`src/source/sys_arr_pkg.sv`:
```
`default_nettype none

package sys_arr_pkg;

    // array dimension, sets grid size, queue depth and row width
    localparam int N = 4;

    // data word width, all arithmetic wraps at this width
    localparam int DW = 16;

    // row index width
    localparam int IDX_W = $clog2(N);

    // fill level width, has to reach N itself
    localparam int FILL_W = $clog2(N + 1);

    // one data word
    typedef logic [DW-1:0] word_t;

    // one matrix row, word 0 sits at the most significant end
    typedef word_t [0:N-1] row_t;

    // index of one row in a batch
    typedef logic [IDX_W-1:0] row_idx_t;

    // queue fill level or row count, 0..N
    typedef logic [FILL_W-1:0] fill_t;

endpackage

`default_nettype wire

```
`src/source/sysarr_mac.sv`:
```
`timescale 1ns/1ps
`default_nettype none

module sysarr_mac
    import sys_arr_pkg::*;
(
    input  logic  clk,
    input  logic  nRST,
    input  logic  weight_en,
    input  logic  step,
    input  word_t in_value,
    input  word_t in_accumulate,
    output word_t in_pass,
    output word_t out_accumulate
);

    // stationary weight of this cell
    word_t weight;

    always_ff @(posedge clk, negedge nRST) begin
        if (nRST == 1'b0) begin
            weight         <= '0;
            in_pass        <= '0;
            out_accumulate <= '0;
        end else if (step) begin
            // value moves one column right every step,
            // during a weight beat that is the new weight itself
            in_pass <= in_value;
            if (weight_en) begin
                weight <= in_value;
            end else begin
                // wraps at DW bits
                out_accumulate <= in_accumulate + weight * in_value;
            end
        end
    end

endmodule

`default_nettype wire

```
`config.mk`:
```
export PLATFORM = sky130hd
export DESIGN_NAME = sysarr_mac
export DESIGN_NICKNAME = d
export VERILOG_FILES = /design/src/source/sys_arr_pkg.sv /design/src/source/sysarr_mac.sv
export SDC_FILE = /design/constraint.sdc
export NUM_CORES = 1
export LEC_CHECK = 0
export ABC_CLOCK_PERIOD_IN_PS = 5000
export BUFFER_PORTS_ARGS = -buffer_cell sky130_fd_sc_hd__buf_4
export CAP_MARGIN = 25
export CORE_UTILIZATION = 55
export DETAILED_ROUTE_END_ITERATION = 8
export PLACE_DENSITY = 0.79
export SLEW_MARGIN = 20
export SYNTH_ARGS = -nofsm -noshare
export SYNTH_HDL_FRONTEND = slang
export SYNTH_SLANG_ARGS = --single-unit
```
`constraint.sdc`:
```
create_clock -name clk -period 5 [get_ports clk]
set_input_delay 0.5 -clock clk [delete_from_list [all_inputs] [get_ports clk]]
set_output_delay 0.5 -clock clk [all_outputs]
set_load 0.02 [all_outputs]
```
==> metrics.txt <==
status complete, but fails checks; failing checks negative setup slack; die height 108 um; DRC Markers 0; flops & latches, synth 48; final hold vios 0; Slew @ Worst Pin 694 ps; Worst EP arrival 5300 ps; post-synth cell types 32; drt pass-1 iters 4; Tot GR Track Use 27.9%; # diodes 0; part of the Yosys area used for sequential elements 19.5%; Port Buffers 67; CP endpoint kind flip-flop; Worst Path Max Fanout 5; Hold Path Class input pin to async pin; Layout area overhead 23.8%; Worst-path clk slew 120 ps; Top Ports 68; first-pass GRT wire length 24.5 mm; register-to-register setup slack -90 ps; RePlAce Congestion 0.945; critical path class flip-flop to flip-flop; Max Transition Viols Final 0; total congestion overflow 0; Finished Cell Area 7640 um^2; pin count of the biggest net entering global routing 49; die area 11,600 um^2; initial core utilization 56.7%; FMAX 0.197 GHz; Critical R2R Launch weight[6]; count of flip-flops with a built-in enable after synthesis 0; Tmin final 5090 ps; CP Launch Type flip-flop; cells after synthesis 652; # H-tree levels 2; syn nets 834; CTS buffer count 5; Post-DRT Antenna Nets 0; Hold Buf Count CTS 0; Avg Inst Size Synth 9.46 um^2; path depth of the worst reg2reg path 19; synth warn 0; Root Driver clkbuf_8; Iter 0 DRT Violations 198; wire per inst 16.2 um; final WL 14.9 mm; Critical Path RT 5210 ps; Die Width 108 um; row count 38; total number of vias 4,747; DPL Wire Length 11.8 mm; Vias/cell 5.17; initial antenna violation count 0; Final Setup Violations 4; CTS tree built; worst reg2reg endpoint out_accumulate[14]; vias in the first global route 5,143; post-synthesis cell area 6170 um^2; Period Utilization, post-route 102%; dpl cell area 7260 um^2; Worst Skew 23.6 ps; Skew-Pair Late Insertion Delay 340 ps; Clock Path Buffers 2; setup ws final -85.4 ps; Synth async-reset ratio 100%; final-layout fill cell count 780; Primary FF master, synth dfrtp_1; slew margin rel. 53.6%; max_cap viols 0; nets 959; share of cells above drive strength 1 29.3%; RSZ-0062 raised after global routing true; clk sink count 48; Fin Setup TNS -231 ps; Core ar. 10,900 um^2
cell families after synthesis:
kind of cell	synth area share [%]
multiplexers	6.57
XOR/XNOR	5.62
adder cells (fa/ha/maj)	41.1
flip-flops	19.5
buffers and inverters	11.4
AND/OR/NAND/NOR	12.3
AO/OA/AOI/OAI	3.57
layout make-up:
class	count	area, um^2	share of cell area (%)
clock buffer	5	68.8	0.901
clock inverter	3	68.8	0.901
inverter	159	597	7.82
multi-input combinational	420	4430	58.1
sequential	48	1210	15.9
tap	140	175	2.29
timing repair buffer	143	1080	14.2
worst max-delay path, cell delays in order (launching register included):
cell and delay (ps):
dfrtp_2 460, buf_4 150, and2_1 150, fa_1 540
inv_1 50, fa_1 480, inv_1 80, fa_2 390
fa_1 500, fa_1 540, inv_1 50, fa_1 490
inv_2 50, ha_4 230, a21o_1 180, a21oi_2 160
o31ai_2 80, a21oi_1 170, xor2_1 160, o21ai_1 70
stage by stage:
step	util [%]	worst slack (ps)	hold slack (ps)	std cells
6_report	70.1	-85.4	148	918
5_1_grt	70.1	-259	205	918
4_1_cts	69.3	-85.7	171	916
3_5_place_dp	66.7	-385	474	896
3_3_place_gp	66.7	-300	461	896
2_1_floorplan	-	-30.8	204	652
cell usage after synthesis (all sizes together), types with 7 or more instances:
cell / instances / area share [%]
mux2: 36 / 6.6
and2: 51 / 5.2
inv: 159 / 9.7
xor2: 8 / 1.1
clkbuf: 18 / 1.1
buf: 7 / 0.63
fa: 94 / 31
nand2: 101 / 6.1
o21ai: 15 / 1.2
ha: 52 / 11
dfrtp: 48 / 19
xnor2: 29 / 4.1
state kept, by name, indices dropped and copies added, names as in the netlist:
| name | flops |
|---|---|
| out_accumulate | 16 |
| in_pass | 16 |
| weight | 16 |
how the worst max path moves through the flow:
stage               cells past startpoint         from                 end
floorplan                              21  in_value[4]  out_accumulate[14]
global placement                       21  in_value[1]  out_accumulate[15]
detailed placement                     19  in_value[1]  out_accumulate[14]
CTS                                    20    weight[8]  out_accumulate[14]
global route                           19    weight[7]  out_accumulate[14]
finish                                 19    weight[6]  out_accumulate[14]
placed cells by master (no fill, tap or decap), types with 3 or more instances in the layout:
cell | synthesis | layout
a21o_1 | 5 | 5
inv_1 | 159 | 154
ha_4 | 0 | 5
and2_4 | 0 | 6
dfrtp_1 | 48 | 40
mux2_1 | 4 | 4
fa_1 | 94 | 89
nor2_1 | 4 | 4
and2_1 | 51 | 45
o21ai_2 | 0 | 3
ha_1 | 52 | 43
xor2_1 | 8 | 8
mux2_2 | 32 | 32
dfrtp_2 | 0 | 8
buf_4 | 3 | 141
o21a_1 | 3 | 3
nand2_1 | 101 | 101
o21ai_1 | 7 | 5
clkbuf_8 | 0 | 5
inv_2 | 0 | 5
o21ai_0 | 8 | 7
xnor2_1 | 29 | 28
fa_2 | 0 | 5
ha_2 | 0 | 4
a21oi_2 | 0 | 3
per-layer routing:
metal,wire (um),track usage (%),share of wire (%)
met1,6230,35.7,42
met2,7410,48.0,50
met3,761,4.48,5.1
met4,463,9.69,3.1
met5,0,0,0
timing repair:
action,CTS,global route
cloned,0,0
endpoints found under the setup margin,5,6
pin swaps,17,21
gates resized for setup,19,20
buffers inserted,12,2
Power is left out: the tool's default activity adds up to more than one toggle a clock period on the data nets, which glitch-free logic cannot reach.
