<file path="src/source/sys_arr_pkg.sv">
`default_nettype none

package sys_arr_pkg;

    // array dimension, sets grid size, queue depth and row width
    localparam int N = 4;

    // data word width, all arithmetic wraps at this width
    localparam int DW = 16;

    // row index width
    localparam int IDX_W = $clog2(N);

    // fill level width, has to reach N itself
    localparam int FILL_W = $clog2(N + 1);

    // one data word
    typedef logic [DW-1:0] word_t;

    // one matrix row, word 0 sits at the most significant end
    typedef word_t [0:N-1] row_t;

    // index of one row in a batch
    typedef logic [IDX_W-1:0] row_idx_t;

    // queue fill level or row count, 0..N
    typedef logic [FILL_W-1:0] fill_t;

endpackage

`default_nettype wire

</file>
<file path="src/source/sysarr_out_fifo.sv">
`timescale 1ns/1ps
`default_nettype none

module sysarr_out_fifo
    import sys_arr_pkg::*;
(
    input  logic  clk,
    input  logic  nRST,
    input  logic  capture,
    input  logic  pop,
    input  word_t column_sum,
    input  word_t partial,
    output word_t out
);

    // shift queue, head always in slot 0
    word_t q [N];
    fill_t fill;
    word_t result;
    fill_t wr_idx;
    logic  do_pop;
    logic  do_push;

    // partial sum added on the way in
    assign result  = column_sum + partial;
    assign do_pop  = pop && (fill != '0);
    assign do_push = capture && ((fill != fill_t'(N)) || do_pop);

    // slot after the last entry, one lower when popping
    assign wr_idx = do_pop ? fill - 1'b1 : fill;

    assign out = (fill == '0) ? '0 : q[0];

    always_ff @(posedge clk, negedge nRST) begin
        if (nRST == 1'b0) begin
            fill <= '0;
        end else begin
            fill <= fill + fill_t'(do_push) - fill_t'(do_pop);
        end
    end

    always_ff @(posedge clk) begin
        if (do_pop) begin
            for (int i = 0; i < N - 1; i++) begin
                q[i] <= q[i + 1];
            end
        end
        if (do_push) begin
            q[wr_idx[FILL_W-2:0]] <= result;
        end
    end

endmodule

`default_nettype wire

</file>
<file path="config.mk">
export PLATFORM = sky130hd
export DESIGN_NAME = sysarr_out_fifo
export DESIGN_NICKNAME = d
export VERILOG_FILES = /design/src/source/sys_arr_pkg.sv /design/src/source/sysarr_out_fifo.sv
export SDC_FILE = /design/constraint.sdc
export NUM_CORES = 1
export LEC_CHECK = 0
export ABC_AREA = 1
export BUFFER_PORTS_ARGS = -buffer_cell sky130_fd_sc_hd__buf_2
export CAP_MARGIN = 5
export CORE_MARGIN = 8
export CORE_UTILIZATION = 35
export DETAILED_ROUTE_END_ITERATION = 6
export GPL_ROUTABILITY_DRIVEN = 0
export PLACE_DENSITY = 0.59
export SLEW_MARGIN = 40
export SYNTH_ARGS = -nofsm -noshare
export SYNTH_HDL_FRONTEND = slang
export SYNTH_SLANG_ARGS = --single-unit
export TNS_END_PERCENT = 20
</file>
<file path="constraint.sdc">
create_clock -name clk -period 4.6 [get_ports clk]
set_input_delay 0.92 -clock clk [delete_from_list [all_inputs] [get_ports clk]]
set_output_delay 0.92 -clock clk [all_outputs]
set_load 0.05 [all_outputs]
</file>
==> results.json <==
{
  "max-slew-margin-rel_pct": 59.1,
  "numCtsBuffers": 9,
  "met2_wirelength_mm": 3.45,
  "layout-drive-gt1-share_pct": 15.0,
  "fin_total_pwr_mw": 3.11,
  "initial_core_util_pct": 36.1,
  "drt-met1-wl_mm": 3.85,
  "total_switching_power_mw": 1.22,
  "dp_hpwl_mm": 6.48,
  "number_of_antenna_violations_at_the_first_check_in_global_routing": 0,
  "syn_avg_cell_area_um2": 8.54,
  "number_of_buffers_on_the_longest_clock_path": 2,
  "die-width_um": 122,
  "intPower_mw": 1.88,
  "yosys_most_used_dff": "edfxtp_1",
  "rsz0062_at_grt": "no",
  "grt_use_total_pct": 11.4,
  "cellLeakagePower_nw": 2.31,
  "final.min_clock_period_ns": 2.77,
  "tritoncts": "built",
  "drt.antenna.violating_nets": 0,
  "postSynthCellCount": 462,
  "io-pin-count": 52,
  "synth_sequential_area_ratio_pct": 50.6,
  "die_h_um": 122,
  "outcome": "finished clean",
  "drt-pass1-iter-count": 5,
  "synth_warnings": 0,
  "worst_path_dominant_cell_family": "buffers and inverters",
  "coreArea_um2": 10900,
  "worstPathBufferInverterCount": 3,
  "power.share.combinational_pct": 41.3,
  "min-delay-path-class": "input pin to asynchronous set/reset pin",
  "ys_ff_latch": 67,
  "share_seq_of_total_power_pct": 36.8,
  "data_required_time_at_the_worst_endpoint_ns": 3.68,
  "finalNetCount": 572,
  "mostFrequentLayoutCells": "nand2_1 (190), inv_1 (67), edfxtp_1 (64)",
  "clkSinkCount": 67,
  "timing.critical_path.mode_cell": "inv_1",
  "port-buffer-count": 51,
  "routed-wl-met3_um": 527,
  "period_share_pct": 60.3,
  "insertedDiodeCount": 0,
  "asyncSetResetFlopFracSynth_pct": 4.48,
  "tightest_slew_ns": 0.612,
  "mostFrequentLayoutCell": "nand2_1",
  "highest_layer": "met4",
  "cts.htree.levels": 3,
  "cts_hold_repair.buffers": 0,
  "switching_share_pct": 39.4,
  "synth-edff-count": 64,
  "areal_power_density_over_the_cells_nw_per_um2": 677,
  "netlist_area_um2": 3950,
  "design.die.area_um2": 14900,
  "critical-path-max-stage-delay_ns": 0.38,
  "timing.setup.tns_ns": 0,
  "synthDistinctLibCells": 29,
  "rows": 38,
  "via_count": 3020,
  "worstPathArrival_ns": 1.85,
  "grt_start_max_net_pins": 21,
  "worst_clock_skew_ns": 0.00689,
  "via_count_of_the_first_global_routing_pass": 2942,
  "drtIter0Drc": 136,
  "avgViaCountPerCell": 4.58,
  "net_count_after_synthesis": 518,
  "remaining_drc_errors": 0,
  "post_drt_wl_per_cell_um": 12.0,
  "critical_path_class": "flip-flop to primary output",
  "cpMaxStageDelayCell": "dfrtp_1",
  "number_of_inserted_filler_cells_in_the_final_layout": 1104,
  "setup-violations-final": 0,
  "maxCapViolations": 0,
  "drt_wl_total_mm": 7.93,
  "clock_power_share_pct": 21.9,
  "clkSlewWorstSetupHoldPaths_ns": 0.05,
  "crit_path_cell_trace": "inv_1 > ha_1 > nand2_4 > inv_1 > nor2_1 > buf_2",
  "postCtsResizedCells": 0,
  "worst_ir_drop_vdd_mv": 0.373,
  "crit_path_start_kind": "flip-flop",
  "timing.final.hold_violations": 0,
  "crit_path_max_fanout": 16,
  "ctsRootBufferMaster": "clkbuf_16",
  "maxClockFrequency_mhz": 360,
  "gr-total-overflow": 0,
  "drv_slew": 0,
  "grt_pass1_wl_mm": 13.6,
  "cts.repair_timing.setup_buffer_count": 0,
  "clock_latency_ns": 0.32,
  "worst_setup_path_end_kind": "primary output",
  "area.growth.synth_to_final_pct": 16.4
}
==> synth_stat cells (2+ instances only) <==
library cell    n  area, um^2
dfrtp_1         3        75.1
a21oi_1         8        40.0
nor3_1          3        15.0
inv_1          67         251
nor2_1         26        97.6
xor2_1          8        70.1
xnor2_1         2        17.5
o21ai_0         6        30.0
fa_1            2        40.0
inv_2           3        11.3
ha_1           18         225
edfxtp_1       64        1920
buf_6           7        78.8
nand2_1       190         713
nand2_2         4        25.0
and2_1          7        43.8
nand3_1        32         160
==> state kept, by name (all words and copies together), names as in the netlist <==
| name | count |
|---|---|
| fill | 3 |
| q | 64 |
==> metrics by stage <==
step	instances	hold WS, ns	instance area, um^2	utilization, %	setup slack [ns]
final	659	0.387	4590	42.0	1.83
after global routing	659	0.375	4590	42.0	1.67
after CTS	659	0.374	4590	42.0	1.78
after detailed placement	645	0.503	4290	39.3	1.80
after global placement	645	0.497	4290	39.3	1.85
after floorplan	462	0.478	3950	-	1.94
==> cells by family after synthesis <==
family	after synthesis	share of synthesized area, %
compound gates	16	2.32
simple gates	268	28.3
flops	67	50.6
buf+inv	80	9.10
fa+ha+maj	20	6.72
xor+xnor	11	2.92
==> routing by layer <==
metal,track usage (%),vias to the layer above
li1,-,1563
met1,15.0,1341
met2,17.3,106
met3,2.13,10
met4,6.47,0
met5,0,-
==> area by class of cell <==
type                    count  area [um^2]  area share [%]
clock buffers              11          233            5.07
flip-flops and latches     67         2000            43.5
inverters                  71          269            5.86
clock inverters             3         65.1            1.42
repair buffers             52          263            5.72
multi-input cells         315         1590            34.6
well taps                 140          175            3.82
==> path summary, 6_finish.rpt <==
| kind | depth (start not counted) | endpoint | slack (ns) | from |
|---|---|---|---|---|
| max in group asynchronous | 1 | fill[2] | 4.11 | nRST |
| worst min register to register | 2 | q[1][6] | 0.51 | q[2][6] |
| worst max-delay path | 6 | out[13] | 1.83 | fill[0] |
| min in group clk | 2 | q[1][6] | 0.51 | q[2][6] |
| worst max register to register | 10 | q[2][6] | 2.02 | fill[0] |
| worst min-delay path | 1 | fill[0] | 0.39 | nRST |
==> power groups by stage <==
stage               clock [mW]  combinational, mW  sequential, mW
floorplan                    0               1.07            1.14
global placement             0               1.27            1.15
detailed placement           0               1.29            1.16
CTS                      0.697               1.30            1.15
global route             0.720               1.44            1.17
finish                   0.679               1.28            1.14
Power figures use the tool's default switching activity.
