===== src/source/sys_arr_pkg.sv =====
`default_nettype none

package sys_arr_pkg;

    // array dimension, sets grid size, queue depth and row width
    localparam int N = 4;

    // data word width, all arithmetic wraps at this width
    localparam int DW = 16;

    // row index width
    localparam int IDX_W = $clog2(N);

    // fill level width, has to reach N itself
    localparam int FILL_W = $clog2(N + 1);

    // one data word
    typedef logic [DW-1:0] word_t;

    // one matrix row, word 0 sits at the most significant end
    typedef word_t [0:N-1] row_t;

    // index of one row in a batch
    typedef logic [IDX_W-1:0] row_idx_t;

    // queue fill level or row count, 0..N
    typedef logic [FILL_W-1:0] fill_t;

endpackage

`default_nettype wire


===== src/source/sysarr_fifo.sv =====
`timescale 1ns/1ps
`default_nettype none

module sysarr_fifo
    import sys_arr_pkg::*;
(
    input  logic  clk,
    input  logic  nRST,
    input  logic  load,
    input  logic  shift,
    input  word_t load_value,
    output word_t out
);

    // ring buffer storage
    word_t    mem [N];
    row_idx_t wr_ptr;
    row_idx_t rd_ptr;
    fill_t    count;
    logic     push;
    logic     pop;

    // no append when full, no drop when empty
    assign push = load && (count != fill_t'(N));
    assign pop  = shift && (count != '0);

    // head, or zero once emptied
    assign out = (count == '0) ? '0 : mem[rd_ptr];

    always_ff @(posedge clk, negedge nRST) begin
        if (nRST == 1'b0) begin
            wr_ptr <= '0;
            rd_ptr <= '0;
            count  <= '0;
        end else begin
            if (push) begin
                wr_ptr <= wr_ptr + 1'b1;
            end
            if (pop) begin
                rd_ptr <= rd_ptr + 1'b1;
            end
            count <= count + fill_t'(push) - fill_t'(pop);
        end
    end

    always_ff @(posedge clk) begin
        if (push) begin
            mem[wr_ptr] <= load_value;
        end
    end

endmodule

`default_nettype wire


===== config.mk =====
export PLATFORM = sky130hd
export DESIGN_NAME = sysarr_fifo
export DESIGN_NICKNAME = d
export VERILOG_FILES = /design/src/source/sys_arr_pkg.sv /design/src/source/sysarr_fifo.sv
export SDC_FILE = /design/constraint.sdc
export NUM_CORES = 1
export LEC_CHECK = 0
export BUFFER_PORTS_ARGS = -buffer_cell sky130_fd_sc_hd__buf_2
export CELL_PAD_IN_SITES_DETAIL_PLACEMENT = 1
export CELL_PAD_IN_SITES_GLOBAL_PLACEMENT = 1
export CORE_ASPECT_RATIO = 1.2
export CORE_MARGIN = 2
export CORE_UTILIZATION = 49
export DETAILED_ROUTE_END_ITERATION = 10
export GPL_TIMING_DRIVEN = 1
export PLACE_DENSITY = 0.76
export SYNTH_ARGS = -nofsm -noshare
export SYNTH_HDL_FRONTEND = slang
export SYNTH_SLANG_ARGS = --single-unit

===== constraint.sdc =====
create_clock -name clk -period 2.4 [get_ports clk]
set_input_delay 0.24 -clock clk [delete_from_list [all_inputs] [get_ports clk]]
set_output_delay 0.24 -clock clk [all_outputs]
set_load 0.02 [all_outputs]

==> flow_results.org <==
** Outcome
- The run finished with clean final reports.

** Setup path
- For the worst setup path, the data arrival time is 1.97 ns.
- The most critical setup path has its startpoint at rd_ptr[1]$_DFFE_PN0P_.
- The worst setup path is of the flop to output pin kind.
- STA puts the critical path data required time at 2.16 ns.
- In this run the critical register-to-register path is launched from count[1]$_DFF_PN0_.
- On the worst path, the slowest cell contributes a delay of 0.89 ns.
- Largest fanout of any net on the critical path :: 17
- Grouping stages by cell kind, the critical path spends the most delay in flip-flops.
- Cells along the critical path :: mux4_2 -> nor2b_1 -> buf_2
- On the critical path, the stage with the largest delay is an instance of sky130_fd_sc_hd__dfrtp_1.
- Buf+Inv Stages, Crit Path :: 1
- Measured in cells, the most critical reg-to-reg path has a length of 9.
- Kind of launch point of the worst setup path :: flop
- Logic depth of the worst setup path including buffers :: 3
- Critical path capture point type :: output pin

** STA
- Clock skew :: a little over 0.008 ns
- Timing would allow up to 452 MHz.
- For the pin with the worst max-slew slack, the measured transition is roughly 0.84 ns.
- The number of hold violations in the final report was 0.
- Setup repair after global routing left no endpoint under its margin.
- Setup violations remaining at the end of the flow were counted as 0.
- Slew HR :: 44.3%
- The number of slew-limit violations in the final report was 0.
- Dividing the final minimum period by the clock period gives 92.2%.
- Period minus WS final :: ~2.2 ns
- Summed over all failing endpoints, the final setup total negative slack is 0 ns.

** Yosys
- Yosys printed 0 warnings.
- After synthesis the netlist holds a flip-flop and latch count of 71.
- After Yosys synthesis, and, or, nand and nor cells account for around 5.6% of the synthesized area.
- After Yosys synthesis, full adders, half adders and majority gates account for under 10% of the synthesized area.
- Fraction of synthesized cell area in xor and xnor cells :: 1.54%
- Summing every instance area after synthesis gives 2850 sq um.
- After synthesis, the largest family of logic cells by area is multiplexers.
- Fraction of the mapped netlist area in compound gates :: 0.395%
- Post-synthesis average cell area :: approximately 21 sq um
- Syn Inst Count :: between 100 and 150
- Multiplexer cells account for between 10% and 20% of the synthesized area.
- Counting every net in the synthesized netlist gives 164.
- For this run, the register share of the synthesized area comes to 73.6%.
- Count of different cell masters after synthesis :: 19

** Clock tree
- Clock insertion delay at the later pin of the skew report :: 0.34 ns
- Clock-pin transition on the worst setup and hold timing paths :: 0.07 ns
- Once the clock tree was built, the resizer swapped 0 gates to a different size.
- TritonCTS clock tree :: done
- Number of buffers created by CTS :: 9
- Clock tree buffer depth :: 2
- The tree built by TritonCTS fans out to between 70 and 80 sinks.
- Clock root buffer :: sky130_fd_sc_hd__clkbuf_8
- The H-tree generated during clock tree synthesis spans 3 levels.

** Place
- Routability-driven placement finished with a final weighted congestion of 0.689.
- Number of I/O port buffers :: 35
- Including well taps, the total number of placed cells is 243.
- Final HPWL from detailed placement :: 3440 microns

** Cells and area
- The post-route netlist has 41.3% of its cells at a drive strength greater than 1.
- Non-filler instance count after layout :: 260
- For this run, the share of the core covered by cells in the final layout is 60.3%.
- After the last flow step, the layout net total stands at 218.
- From synthesis to final layout, the design area changed by 19.2%.
- Fill cells in the final layout number 519.
- 0 antenna diodes ended up in the layout.

** Die
- Die height :: 87.5 microns
- In this run the standard cell core region covers 5630 sq um.
- 36 I/O pins were placed.
- The floorplan step set the die width to 73.6 microns.
- Once the floorplan was initialized, standard cells occupied roughly half of the core.
- Number of placement rows :: 30
- The die covers 6440 sq um.

** Worst hold path
- The path class of the tightest hold or removal check is input pin to flop.
- The startpoint identified for the worst hold timing path is load_value[2].
- Along the worst hold path, the cell count comes to 1.

** Detailed routing
- Met3 layer wire length in the routed design :: 221 microns
- Wire segments on met2 add up to 2760 microns in the final route.
- For this run, the detailed router's first-pass iteration total came to 4.
- After detailed routing, the average wire length per cell comes to approximately 20 microns.
- The detail route stage leaves a number of antenna-violating nets equal to 0.
- In this run, the number of DRC markers left after iteration 0 of detailed routing was 77.
- The final layout contains routed wiring with a total length of 5190 microns.
- In the final routing, the length of wire on met1 measures just over 2000 microns.
- Routed signal wires occupy layers up through met4.
- Dividing the detail-routed via count by the number of cells gives 5.42.
- Across all layers, the routed design uses 1409 vias.
- DRC violation count after routing :: 0

** Global route
- First-pass GRT wire length :: 8290 microns
- Overall routing resource usage :: between 10% and 20%
- The number of antenna violations at the first check in global routing was 0.
- Total overflow reported by the global router :: 0
- The via count of the first global-routing pass was 1577.
- Entering global routing, the biggest net connects 18 pins.

** Power
- Peak supply drop :: 626 uV
- Dividing total power by cell area gives a power density of 1340 nW/um^2.
- Leakage power :: 1.27 nW

** Flow run
- Maximum capacitance violations :: 0
-- metrics by stage --
stage | setup WS, ns | area (sq um) | power [mW] | hold slack (ns)
6_report | 0.187 | 3390 | 4.55 | 0.108
5_1_grt | 0.0360 | 3390 | 4.82 | 0.0909
4_1_cts | 0.151 | 3390 | 4.62 | 0.0924
3_5_place_dp | 0.237 | 3150 | 3.48 | 0.0845
3_3_place_gp | 0.454 | 3150 | 3.39 | 0.0799
2_1_floorplan | 0.234 | 2850 | 2.96 | -0.0556
-- final cells by class --
class,instances,area [sq um],share of cell area (%)
inverter,6,22.5,0.664
sequential,71,2100,61.8
clock buffer,10,128,3.76
timing repair buffer,48,275,8.11
multi-input combinational,55,682,20.1
clock inverter,6,109,3.21
tap,64,80.1,2.36
-- what timing repair did --
item / 4_1_cts / 5_1_grt
hold buffers: 1 / 0
setup buffers: 0 / 0
endpoints found under the hold margin: 7 / 0
-- cells in the mapped netlist (all sizes together) --
master	number	area share (%)
a21boi	1	0.40
inv	6	0.79
xor2	2	0.62
nor2	2	0.26
buf	5	1.6
dfrtp	7	6.2
fa	1	0.70
and2	4	0.88
nand2	1	0.13
nor2b	17	4.0
nor3	1	0.35
xnor2	3	0.92
ha	6	2.6
edfxtp	64	67
mux4	16	13
mux2	1	0.40
-- layout by cell type (no fill, tap or decap) --
cell                            netlist  routed
sky130_fd_sc_hd__a21boi_2             1       1
sky130_fd_sc_hd__and2_1               4       4
sky130_fd_sc_hd__buf_2                3      35
sky130_fd_sc_hd__buf_4                0      12
sky130_fd_sc_hd__bufinv_16            0       3
sky130_fd_sc_hd__clkbuf_1             0       1
sky130_fd_sc_hd__clkbuf_8             0       9
sky130_fd_sc_hd__clkinv_2             0       2
sky130_fd_sc_hd__clkinv_4             0       1
sky130_fd_sc_hd__dfrtp_1              7       7
sky130_fd_sc_hd__dlygate4sd3_1        0       1
sky130_fd_sc_hd__edfxtp_1            64      64
sky130_fd_sc_hd__fa_1                 1       1
sky130_fd_sc_hd__ha_1                 6       6
sky130_fd_sc_hd__inv_1                6       6
sky130_fd_sc_hd__mux2_1               1       1
sky130_fd_sc_hd__mux4_2              16      16
sky130_fd_sc_hd__nand2_1              1       1
sky130_fd_sc_hd__nor2_1               2       2
sky130_fd_sc_hd__nor2b_1             16      16
sky130_fd_sc_hd__nor2b_4              1       1
sky130_fd_sc_hd__nor3_2               1       1
sky130_fd_sc_hd__xnor2_1              3       3
sky130_fd_sc_hd__xor2_1               2       2
-- layer usage --
| layer | global-route usage [%] | vias to the layer above |
|---|---|---|
| met5 | 0 | - |
| met4 | 11.1 | 0 |
| met3 | 5.44 | 14 |
| met2 | 29.8 | 37 |
| met1 | 22.4 | 721 |
| li1 | - | 637 |
-- path summary, 6_finish.rpt --
check	slack (ns)	end
setup / recovery	0.19	out[15]
hold / removal	0.11	mem[1][2]$_DFFE_PP_
setup reg to reg	0.19	count[2]$_DFF_PN0_
hold reg to reg	0.56	count[0]$_DFF_PN0_
max in group asynchronous	1.98	rd_ptr[1]$_DFFE_PN0P_
min in group asynchronous	0.25	count[0]$_DFF_PN0_
-- worst reg2reg max path: cells and delay by family (launching register included) --
family | cells | cell delay (ns)
fa+ha+maj | 3 | 0.85
simple gates | 2 | 0.36
xor+xnor | 2 | 0.35
flops | 1 | 0.45
buf+inv | 2 | 0.13
-- flip-flops by register name (all words and copies together) (netlist names) --
register and cells:
count 3, wr_ptr 2, rd_ptr 2, mem 64
-- cells by family (layout without fill, tap and decap cells) --
| logic type | after synthesis | in the layout |
|---|---|---|
| mux | 17 | 17 |
| flops | 71 | 71 |
| fa+ha+maj | 7 | 7 |
| buf+inv | 11 | 70 |
| xor+xnor | 5 | 5 |
| compound gates | 1 | 1 |
| simple gates | 25 | 25 |
-- report_power, final --
group / total, mW / internal [mW] / switching, mW / leakage [nW]
combinational: 1.61 / 0.742 / 0.865 / 0.486
clock: 1.12 / 0.689 / 0.431 / 0.120
sequential: 1.82 / 1.65 / 0.169 / 0.668
total: 4.55 / 3.08 / 1.46 / 1.27
No activity file was read; power rests on OpenSTA's default activity.
