### config.mk
export PLATFORM = sky130hd
export DESIGN_NAME = sysarr_control_unit
export DESIGN_NICKNAME = d
export VERILOG_FILES = /design/src/source/sys_arr_pkg.sv /design/src/source/sys_arr_ctrl_pkg.sv /design/src/source/sysarr_control_unit.sv
export SDC_FILE = /design/constraint.sdc
export NUM_CORES = 1
export LEC_CHECK = 0
export BUFFER_PORTS_ARGS = -buffer_cell sky130_fd_sc_hd__buf_2
export CAP_MARGIN = 25
export CORE_MARGIN = 2
export CORE_UTILIZATION = 25
export DETAILED_ROUTE_END_ITERATION = 12
export SYNTH_ARGS = -nofsm -noshare
export SYNTH_HDL_FRONTEND = slang
export SYNTH_SLANG_ARGS = --single-unit
### constraint.sdc
create_clock -name clk -period 2.3 [get_ports clk]
set_clock_uncertainty 0.1 [all_clocks]
set_input_delay 0.575 -clock clk [delete_from_list [all_inputs] [get_ports clk]]
set_output_delay 0.575 -clock clk [all_outputs]
set_load 0.05 [all_outputs]
### src/source/sys_arr_pkg.sv
`default_nettype none

package sys_arr_pkg;

    // array dimension, sets grid size, queue depth and row width
    localparam int N = 4;

    // data word width, all arithmetic wraps at this width
    localparam int DW = 16;

    // row index width
    localparam int IDX_W = $clog2(N);

    // fill level width, has to reach N itself
    localparam int FILL_W = $clog2(N + 1);

    // one data word
    typedef logic [DW-1:0] word_t;

    // one matrix row, word 0 sits at the most significant end
    typedef word_t [0:N-1] row_t;

    // index of one row in a batch
    typedef logic [IDX_W-1:0] row_idx_t;

    // queue fill level or row count, 0..N
    typedef logic [FILL_W-1:0] fill_t;

endpackage

`default_nettype wire

### src/source/sys_arr_ctrl_pkg.sv
`default_nettype none

package sys_arr_ctrl_pkg;

    // engine phases
    typedef enum logic [1:0] {
        LOAD,
        COMPUTE,
        DRAIN
    } ctrl_state_t;

    // last input enters row N-1 at 2N-2,
    // last bottom sum of column N-1 lands at 3N-2
    localparam int COMPUTE_CYCLES = 3 * sys_arr_pkg::N - 1;

    // schedule counter width, holds up to 3N
    localparam int CNT_W = $clog2(3 * sys_arr_pkg::N + 1);

    // drain phase lasts one beat per result row
    localparam int DRAIN_CYCLES = sys_arr_pkg::N;

endpackage

`default_nettype wire

### src/source/sysarr_control_unit.sv
`timescale 1ns/1ps
`default_nettype none

module sysarr_control_unit
    import sys_arr_pkg::*;
    import sys_arr_ctrl_pkg::*;
(
    input  logic        clk,
    input  logic        nRST,
    input  logic        weight_en,
    input  logic        input_en,
    input  logic        partial_en,
    input  logic        compute_done,
    input  logic        drain_done,
    output ctrl_state_t state,
    output logic        mac_step,
    output logic        load_in,
    output logic        load_ps,
    output logic        fifo_has_space,
    output logic        drained,
    output logic        out_en,
    output row_idx_t    row_out
);

    // accepted rows of the current batch
    fill_t in_rows;
    fill_t ps_rows;
    fill_t in_rows_nxt;
    fill_t ps_rows_nxt;
    logic  batch_ready;

    // host may only load while idle
    assign fifo_has_space = (state == LOAD);

    // weight beats win over data beats,
    // a full kind ignores extra rows
    assign load_in = fifo_has_space && input_en && !weight_en
                     && (in_rows != fill_t'(N));
    assign load_ps = fifo_has_space && partial_en && !weight_en
                     && (ps_rows != fill_t'(N));

    assign in_rows_nxt = in_rows + fill_t'(load_in);
    assign ps_rows_nxt = ps_rows + fill_t'(load_ps);

    // both kinds complete, go compute next cycle
    assign batch_ready = (in_rows_nxt == fill_t'(N)) && (ps_rows_nxt == fill_t'(N));

    // grid steps every compute cycle and on each weight beat
    assign mac_step = (state == COMPUTE) || (fifo_has_space && weight_en);

    // one result row per drain cycle
    assign out_en = (state == DRAIN);

    // idle with nothing queued
    assign drained = fifo_has_space && (in_rows == '0) && (ps_rows == '0);

    always_ff @(posedge clk, negedge nRST) begin
        if (nRST == 1'b0) begin
            state   <= LOAD;
            in_rows <= '0;
            ps_rows <= '0;
            row_out <= '0;
        end else begin
            case (state)
                LOAD: begin
                    if (batch_ready) begin
                        // counts restart for the next batch
                        state   <= COMPUTE;
                        in_rows <= '0;
                        ps_rows <= '0;
                    end else begin
                        in_rows <= in_rows_nxt;
                        ps_rows <= ps_rows_nxt;
                    end
                end
                COMPUTE: begin
                    if (compute_done) begin
                        state <= DRAIN;
                    end
                end
                DRAIN: begin
                    // index of the row shown this cycle
                    row_out <= row_out + 1'b1;
                    if (drain_done) begin
                        state   <= LOAD;
                        row_out <= '0;
                    end
                end
                default: begin
                    state <= LOAD;
                end
            endcase
        end
    end

endmodule

`default_nettype wire

==> summary.md, run 1 <==
| Metric | Value |
|---|---|
| Status | `finished clean` |
| I/O pin total | `17` |
| Die Area | `2760 µm²` |
| Max Clk Rate | `451 MHz` |
| DR vias/cell | `4.48` |
| Syn Std Cell Area | `588 µm²` |
| Vias in the first global route | `521` |
| Largest net degree at the start of global routing | `11` |
| Total grt overflow | `0` |
| Total routed wirelength | `1.31 mm` |
| Worst Path Class, Setup | `flop to output pin` |
| Post-DP HPWL | `1.00 mm` |
| Unrepaired setup endpoints after global routing | `false` |
| Aggregate global-route resource usage | `10.3%` |
| Pwr dens | `1480 nW/µm²` |
| H-tree levels | `1` |
| CTS root buf | `clkbuf_4` |
| Die Span Y | `52.5 µm` |
| Latest clock arrival within the worst-skew pair | `260 ps` |
| Layout cells sized above 1 | `37.5%` |
| Crit share post-route | `96.5%` |
| Reg clk slew, reported paths | `70 ps` |
| Worst min path class | `input port to async pin` |
| Net count, final | `100` |
| DR WL/cell | `11.3 µm` |
| Initial antenna violation count | `0` |
| Synth unique cells | `27` |
| Number of synthesized register bits | `10` |
| Worst slew pin tran | `267 ps` |
| Number of failing hold endpoints at the final stage | `0` |
| Worst EP required | `1620 ps` |
| Cells after synthesis | `65` |
| Max Slew Vio Count | `0` |
| Min Tclk post-route | `2220 ps` |
| Antenna Cells | `0` |
| CTS max path bufs | `2` |
| CP arrival | `1540 ps` |
| Syn_area_per_cell | `9.05 µm²` |
| Syn. warnings | `0` |
| Lkg Pwr | `0.403 nW` |
| Hold_ws | `64.3 ps` |
| Slew HR | `82.0%` |
| Drt drc | `0` |
| Final Non-Filler Cells | `116` |
| Initial core utilization | `26.6%` |
| CTS tree | `yes` |
| Pre-antenna DRT Iters | `3` |
| RePlAce Congestion | `0.717` |
| Final setup viols | `0` |
| First-pass GRT wire length | `2.13 mm` |
| Hold buffers post-CTS | `0` |
| Net Count, Synth | `76` |
| Crit path max fanout | `7` |
| Core Area | `2210 µm²` |
| CTS buffer count | `3` |
| Startpoint types | `flop` |
| Vias | `520` |
| Sequential share of the synthesized area | `42.6%` |
| Area growth, synth to finish | `39.4%` |
| FP Rows | `17` |
| Clk sinks | `10` |
| I/O Buffers | `16` |
| Inst Count DP | `109` |
| CP endpoint kind | `output pin` |
| Max VDD drop | `859 µV` |
| Max Cap Viol | `0` |
| Violation count after the first detailed-route iteration | `5` |
| Final antenna-violating net count | `0` |
| Die Wd | `52.5 µm` |
[routing by layer]
layer | global-route usage (%) | share of wire [%] | vias up
li1 | - | - | 270
met1 | 12.3 | 49 | 236
met2 | 18.1 | 46 | 12
met3 | 2.00 | 3.9 | 2
met4 | 3.85 | 0.46 | 0
met5 | 0 | 0 | -
[cell usage after synthesis]
library cell   n  area [µm²]
a21o_1         1        7.51
nor4_2         1        12.5
nor3_1         1        5.00
nor2b_1        1        6.26
o2bb2ai_1      1        8.76
o21ai_0        1        5.00
buf_6          1        11.3
nor4_1         1        6.26
mux2i_1        1        10.0
or2_1          1        6.26
dfrtp_1       10         250
o22ai_1        2        12.5
nor2_4         1        11.3
nor4b_1        1        8.76
and3_1         2        12.5
inv_1          2        7.51
xor2_1         2        17.5
o21ai_1        1        5.00
a22o_1         1        8.76
inv_2          1        3.75
nand3_1        1        5.00
nor3b_1        1        7.51
nand2_1       18        67.6
ha_1           4        50.1
or2b_1         1        7.51
nand2b_1       3        18.8
nor2_1         4        15.0
[state kept, by name, summed over array words and instances, names as in the netlist]
| signal | flops |
|---|---|
| ps_rows | 3 |
| state | 2 |
| in_rows | 3 |
| row_out | 2 |
[cells in the final DEF, fill, tap and decap left out, types with 2 or more instances in the layout]
cell type	Yosys	routed
xor2_1	2	2
clkbuf_4	0	3
buf_2	0	15
buf_4	0	3
ha_1	4	2
nand2_1	18	18
o22ai_1	2	2
buf_6	1	2
nor2_1	4	4
nor4_4	0	2
dfrtp_2	0	2
inv_1	2	2
dfrtp_1	10	8
nand2b_1	3	3
and3_4	0	2
ha_4	0	2
[metrics by stage]
stage	utilization [%]	instance area [µm²]	worst slack (ps)	setup TNS [ps]	power, W
floorplan	-	649	-89.8	-89.8	0.000925
global placement	34.4	761	213	0	0.00106
detailed placement	34.4	761	177	0	0.00106
CTS	35.7	790	12.6	0	0.00119
global route	37.0	820	26.6	0	0.00130
finish	37.0	820	80.9	0	0.00121
[where the power goes]
group          switching, W  total [W]  internal [W]
Combinational      0.000445   0.000722      0.000277
Sequential         0.000108   0.000368      0.000260
Clock             0.0000583   0.000125     0.0000669
[logic make-up (layout without fill, tap and decap cells)]
| family | count (synthesis) | count (layout) | share of synthesized area [%] |
|---|---|---|---|
| flops | 10 | 10 | 42.6 |
| buf+inv | 4 | 27 | 3.83 |
| mux | 1 | 1 | 1.70 |
| fa+ha+maj | 4 | 4 | 8.51 |
| xor+xnor | 2 | 2 | 2.98 |
| compound gates | 7 | 7 | 8.08 |
| simple gates | 37 | 37 | 32.3 |
[what timing repair did]
item,4_1_cts,5_1_grt
setup endpoints to repair,1,1
buffers inserted,0,3
pin swaps,0,0
gates resized for setup,1,2
[cell type report]
class / instances / area [µm²]
Sequential cell: 10 / 253
Clock buffer: 4 / 26.3
Tap cell: 28 / 35.0
Fill cell: 243 / 1390
Multi-Input combinational cell: 51 / 374
Timing Repair Buffer: 20 / 120
Inverter: 3 / 11.3
[worst max-delay path, cell delays in order, from the launching register on]
cell and delay (ps):
dfrtp_2 450, or2_1 270, nor2_4 110, and3_4 200, buf_2 260
[path summary, 6_finish.rpt]
path | startpoint | to | slack (ps) | cells after the start
worst max-delay path | state[0] | load_ps | 80 | 4
worst min-delay path | nRST | row_out[1] | 60 | 1
worst max register to register | state[0] | ps_rows[2] | 170 | 8
worst min register to register | in_rows[0] | in_rows[0] | 420 | 2
max in group asynchronous | nRST | state[1] | 1820 | 1
min in group clk | in_rows[0] | in_rows[0] | 420 | 2
Note: power is estimated with default switching activity, not from simulation.
==> inputs of run 2 (changes only) <==
clock period = 2.4 ns   (was 2.3 ns; I/O delays follow)
==> run 2 against run 1 <==
Net effect: setup slack gained 60 ps; die area unchanged; first-iteration DRC count increased by 40%; sequential share of layout area rose by 2.0 points; register-to-register slack better by 40 ps; sequential cell count did not move; count of clock-buffer cells in the layout unchanged; combinational power is 14% lower; routed wire length fell by 0.31%; global-route usage increased by 1.3 points; largest cell class unchanged.
==> summary.md, run 2 (synthesized netlist as in run 1, its figures left out) <==
| Metric | Value |
|---|---|
| Status | `finished clean` |
| CP endpoint kind | `output pin` |
| CP most frequent cell | `buf_4` |
| Total grt overflow | `0` |
| Slew HR | `81.2%` |
| Met2 usage | `17.9%` |
| H-tree levels | `1` |
| Crit share post-route | `94.1%` |
| Unrepaired setup endpoints after global routing | `false` |
| Violation count after the first detailed-route iteration | `7` |
| First-pass GRT wire length | `2.21 mm` |
| CP arrival | `1560 ps` |
| Layout cells sized above 1 | `34.5%` |
| CP max-delay cell | `dfrtp_2` |
| I/O pin total | `17` |
| I/O Buffers | `16` |
| Crit path max fanout | `10` |
| Finished Cell Area | `771 µm²` |
| Vias in the first global route | `503` |
| Die Span Y | `52.5 µm` |
| Largest net degree at the start of global routing | `11` |
| Reg clk slew, reported paths | `70 ps` |
| Met3 Use GR | `4.00%` |
| CTS max path bufs | `2` |
| Worst Path Class, Setup | `flop to output pin` |
| Crit-path cells | `or2_1 -> buf_4 -> nor4_4 -> buf_4` |
| Worst EP required | `1700 ps` |
| Commonest non-fill, non-tap cell in the layout | `nand2_1` |
| Max Cap Viol | `0` |
| Max Slew Vio Count | `0` |
| Setup ws final | `141 ps` |
| CTS root buf | `clkbuf_4` |
| Die Area | `2760 µm²` |
| Vias | `517` |
| Commonest cells after routing, fill and taps aside | `nand2_1 (18), buf_2 (15), dfrtp_1 (8)` |
| Startpoint types | `flop` |
| Final antenna-violating net count | `0` |
| Latest clock arrival within the worst-skew pair | `270 ps` |
| Pre-antenna DRT Iters | `4` |
| Lkg Pwr | `0.397 nW` |
| Initial core utilization | `26.6%` |
| Share of power burned in registers | `30.9%` |
| FP Rows | `17` |
| Pwr dens | `1400 nW/µm²` |
| Area after DPL | `742 µm²` |
| DR WL/cell | `11.4 µm` |
| Comb power frac | `57.8%` |
| Worst slew pin tran | `279 ps` |
| Largest stage delay on the critical path | `400 ps` |
| Number of failing hold endpoints at the final stage | `0` |
| Final setup viols | `0` |
| CTS tree | `yes` |
| Top Usage Layer GRT | `met2` |
| Max Clk Rate | `443 MHz` |
| Fill cell count | `246` |
| Post-DP HPWL | `1.08 mm` |
| Clk sinks | `10` |
| Max VDD drop | `522 µV` |
| Min Tclk post-route | `2260 ps` |
| Internal power | `0.000529 W` |
| Initial antenna violation count | `0` |
| Clock Power Share | `11.3%` |
| Core Area | `2210 µm²` |
| Total routed wirelength | `1.31 mm` |
| Aggregate global-route resource usage | `11.6%` |
| Net count, final | `99` |
| Biggest regs | `in_rows (3), ps_rows (3)` |
| Area growth, synth to finish | `31.1%` |
| Sw frac | `51.0%` |
| Antenna Cells | `0` |
| Worst min path class | `input port to async pin` |
| Die Wd | `52.5 µm` |
| RePlAce Congestion | `0.817` |
| CTS buffer count | `3` |
| Met1 Use GR | `12.9%` |
| Pwr Total | `0.00108 W` |
| DR vias/cell | `4.50` |
| Drt drc | `0` |
| Sw Pwr | `0.000550 W` |
| Pre-CTS setup slack | `128 ps` |
[run 2: cell types whose count changed in the layout (fill, tap and decap cells not counted), sizes merged]
cell / change
buf: -1
[run 2: path summary, 6_finish.rpt]
| kind | start | to | slack (ps) | depth (start not counted) |
|---|---|---|---|---|
| min in group clk | in_rows[1] | in_rows[1] | 410 | 2 |
| setup / recovery | state[1] | drained | 140 | 4 |
| hold / removal | nRST | ps_rows[0] | 80 | 1 |
| hold reg to reg | in_rows[1] | in_rows[1] | 410 | 2 |
| setup reg to reg | state[1] | ps_rows[2] | 210 | 8 |
| max in group asynchronous | nRST | state[0] | 1910 | 1 |
[run 2: final cells by class]
type	count	area [µm²]	share of cell area, %
multi-input combinational	51	340	44.2
inverter	3	11.3	1.46
timing repair buffer	19	105	13.6
sequential	10	253	32.8
clock buffer	4	26.3	3.41
tap	28	35.0	4.55
[run 2: worst max-delay path: cells and delay by family (launching register included)]
family,cells,cell delay (ps)
flip-flops,1,400
buffers and inverters,2,430
AND/OR/NAND/NOR,2,460
[run 2: metrics by stage]
stage / cells / util [%] / hold WS, ps / setup TNS, ps
after CTS: 115 / 34.7 / 76.0 / 0
final: 115 / 34.8 / 80.1 / 0
after global routing: 115 / 34.8 / 80.0 / 0
after floorplan: 65 / - / 204 / -75.2
after global placement: 111 / 33.5 / 370 / 0
after detailed placement: 111 / 33.5 / 375 / 0
[run 2: power by group through the flow]
stage          Clock, W  Combinational, W  Sequential [W]
6_report       0.000122          0.000623        0.000333
5_1_grt        0.000141          0.000686        0.000347
4_1_cts        0.000131          0.000632        0.000335
3_5_place_dp          0          0.000631        0.000338
3_3_place_gp          0          0.000618        0.000333
2_1_floorplan         0          0.000413        0.000410
[run 2: layer usage]
layer  up-vias  part of all wire [%]  routed length [µm]
met4         0                   2.2                  29
met3         4                   6.1                  80
met1       238                    42                 544
met2        12                    50                 652
li1        263                     -                   -
met5         -                     0                   0
[run 2: timing repair]
item                       in CTS  in global routing
hold buffers                    0                  0
setup endpoints to repair       0                  1
setup buffers                   0                  0
gates resized for setup         0                  2
==> inputs of run 3 (changes only) <==
CTS_BUF_LIST = sky130_fd_sc_hd__clkbuf_2   (was unset)
clock period = 2.9 ns   (was 2.4 ns; I/O delays follow)
==> run 3 against run 2 <==
Net effect: utilization is 2.3 points lower; largest power group unchanged; critical endpoint unchanged; worst hold slack better by 120 ps; power fell by 23%; routed wire length shrank 8.7%; sequential share of layout area rose by 2.0 points; die area unchanged.
==> summary.md, run 3 (synthesized netlist as in run 1, its figures left out) <==
| Metric | Value |
|---|---|
| Status | `finished clean` |
| Setup ws final | `367 ps` |
| Clk sinks | `10` |
| Max VDD drop | `581 µV` |
| Crit-path leading delay family | `simple AND/OR/NAND/NOR gates` |
| Number of failing hold endpoints at the final stage | `0` |
| Drt drc | `0` |
| I/O Buffers | `16` |
| Internal power | `0.000391 W` |
| Commonest cells after routing, fill and taps aside | `nand2_1 (18), buf_2 (16), dfrtp_1 (10)` |
| Pre-antenna DRT Iters | `3` |
| Worst min path class | `input port to async pin` |
| Area growth, synth to finish | `22.3%` |
| CP endpoint kind | `output pin` |
| CTS root buf | `clkbuf_2` |
| Sw frac | `52.7%` |
| Buf/Inv on CP | `2` |
| Hold buffers post-CTS | `0` |
| Post-CTS sizing | `0` |
| Worst Path Class, Setup | `flop to output pin` |
| Die Area | `2760 µm²` |
| Fill cell count | `250` |
| Reg clk slew, reported paths | `110 ps` |
| Die Wd | `52.5 µm` |
| Min Tclk post-route | `2530 ps` |
| Aggregate global-route resource usage | `10.1%` |
| Pre-CTS setup slack | `356 ps` |
| Postcts setup bufs | `0` |
| Die Span Y | `52.5 µm` |
| Setup TNS | `0 ps` |
| Total routed wirelength | `1.19 mm` |
| Crit path max fanout | `10` |
| FP Rows | `17` |
| Total grt overflow | `0` |
| Net count, final | `97` |
| Flop-to-flop setup slack | `550 ps` |
| Pwr dens | `1150 nW/µm²` |
| Crit-path cells | `or2_1 -> buf_4 -> nor4_2 -> buf_2` |
| Startpoint types | `flop` |
| Final setup viols | `0` |
| DR WL/cell | `10.6 µm` |
| Max Cap Viol | `0` |
| CP max-delay cell | `dfrtp_1` |
| Area after DPL | `701 µm²` |
| Lkg Pwr | `0.389 nW` |
| Unrepaired setup endpoints after global routing | `false` |
| Layout cells sized above 1 | `28.2%` |
| Share of power burned in registers | `33.9%` |
| Initial antenna violation count | `0` |
| Worst slew pin tran | `358 ps` |
| Max Clk Rate | `395 MHz` |
| CTS tree | `yes` |
| CP arrival | `1710 ps` |
| Largest stage delay on the critical path | `450 ps` |
| Initial core utilization | `26.6%` |
| Biggest regs | `in_rows (3), ps_rows (3)` |
| Latest clock arrival within the worst-skew pair | `260 ps` |
| CTS max path bufs | `2` |
| DR vias/cell | `4.58` |
| Violation count after the first detailed-route iteration | `7` |
| Max Slew Vio Count | `0` |
| Slew HR | `75.9%` |
| Crit share post-route | `87.4%` |
| Final antenna-violating net count | `0` |
| I/O pin total | `17` |
| RePlAce Congestion | `0.796` |
| Comb power frac | `56.5%` |
| Core Area | `2210 µm²` |
| Vias | `518` |
| Vias in the first global route | `482` |
| Commonest non-fill, non-tap cell in the layout | `nand2_1` |
| Worst EP required | `2080 ps` |
| Clock Power Share | `9.6%` |
| Largest net degree at the start of global routing | `11` |
| Antenna Cells | `0` |
| Finished Cell Area | `719 µm²` |
| CTS buffer count | `3` |
| Sw Pwr | `0.000435 W` |
| H-tree levels | `1` |
| First-pass GRT wire length | `2.06 mm` |
## run 3: final timing paths
path | startpoint | end | cells past startpoint
max reg2reg | state[0] | ps_rows[2] | 8
min in group clk | in_rows[0] | in_rows[0] | 2
min | nRST | state[1] | 1
min reg2reg | in_rows[0] | in_rows[0] | 2
max | state[0] | drained | 4
max in group asynchronous | nRST | in_rows[1] | 1
## run 3: through the flow
| stage | power, W | hold slack [ps] | util, % | cells |
|---|---|---|---|---|
| 4_1_cts | 0.000838 | 191 | 32.5 | 113 |
| 3_5_place_dp | 0.000752 | 402 | 31.7 | 109 |
| 3_3_place_gp | 0.000747 | 391 | 31.7 | 109 |
| 5_1_grt | 0.000900 | 196 | 32.5 | 113 |
| 6_report | 0.000826 | 203 | 32.5 | 113 |
| 2_1_floorplan | 0.000649 | 329 | - | 65 |
## run 3: routing by layer
metal  GRT usage [%]  part of all wire, %  vias up
li1                -                    -      260
met1            13.3                   49      237
met2            15.8                   41       21
met3            4.29                   10        0
met4            1.28                    0        0
met5               0                    0        -
## run 3: layout make-up
type / count / area, µm² / share of cell area, %
Multi-Input combinational cell: 51 / 317 / 44.0
Sequential cell: 10 / 250 / 34.8
Timing Repair Buffer: 17 / 87.6 / 12.2
Tap cell: 28 / 35.0 / 4.87
Clock buffer: 3 / 15.0 / 2.09
Inverter: 3 / 11.3 / 1.57
Clock inverter: 1 / 3.75 / 0.522
## run 3: power groups by stage
stage               Combinational [W]  Sequential, W  Clock [W]
finish                       0.000467       0.000280  0.0000792
global route                 0.000517       0.000289  0.0000937
CTS                          0.000473       0.000279  0.0000865
detailed placement           0.000472       0.000280          0
global placement             0.000468       0.000279          0
floorplan                    0.000317       0.000333          0
## run 3: worst register-to-register path: cells and delay by family (launching register included)
family / cells / cell delay (ps)
flops: 1 / 450
simple gates: 5 / 1130
fa+ha+maj: 2 / 380
compound gates: 1 / 200
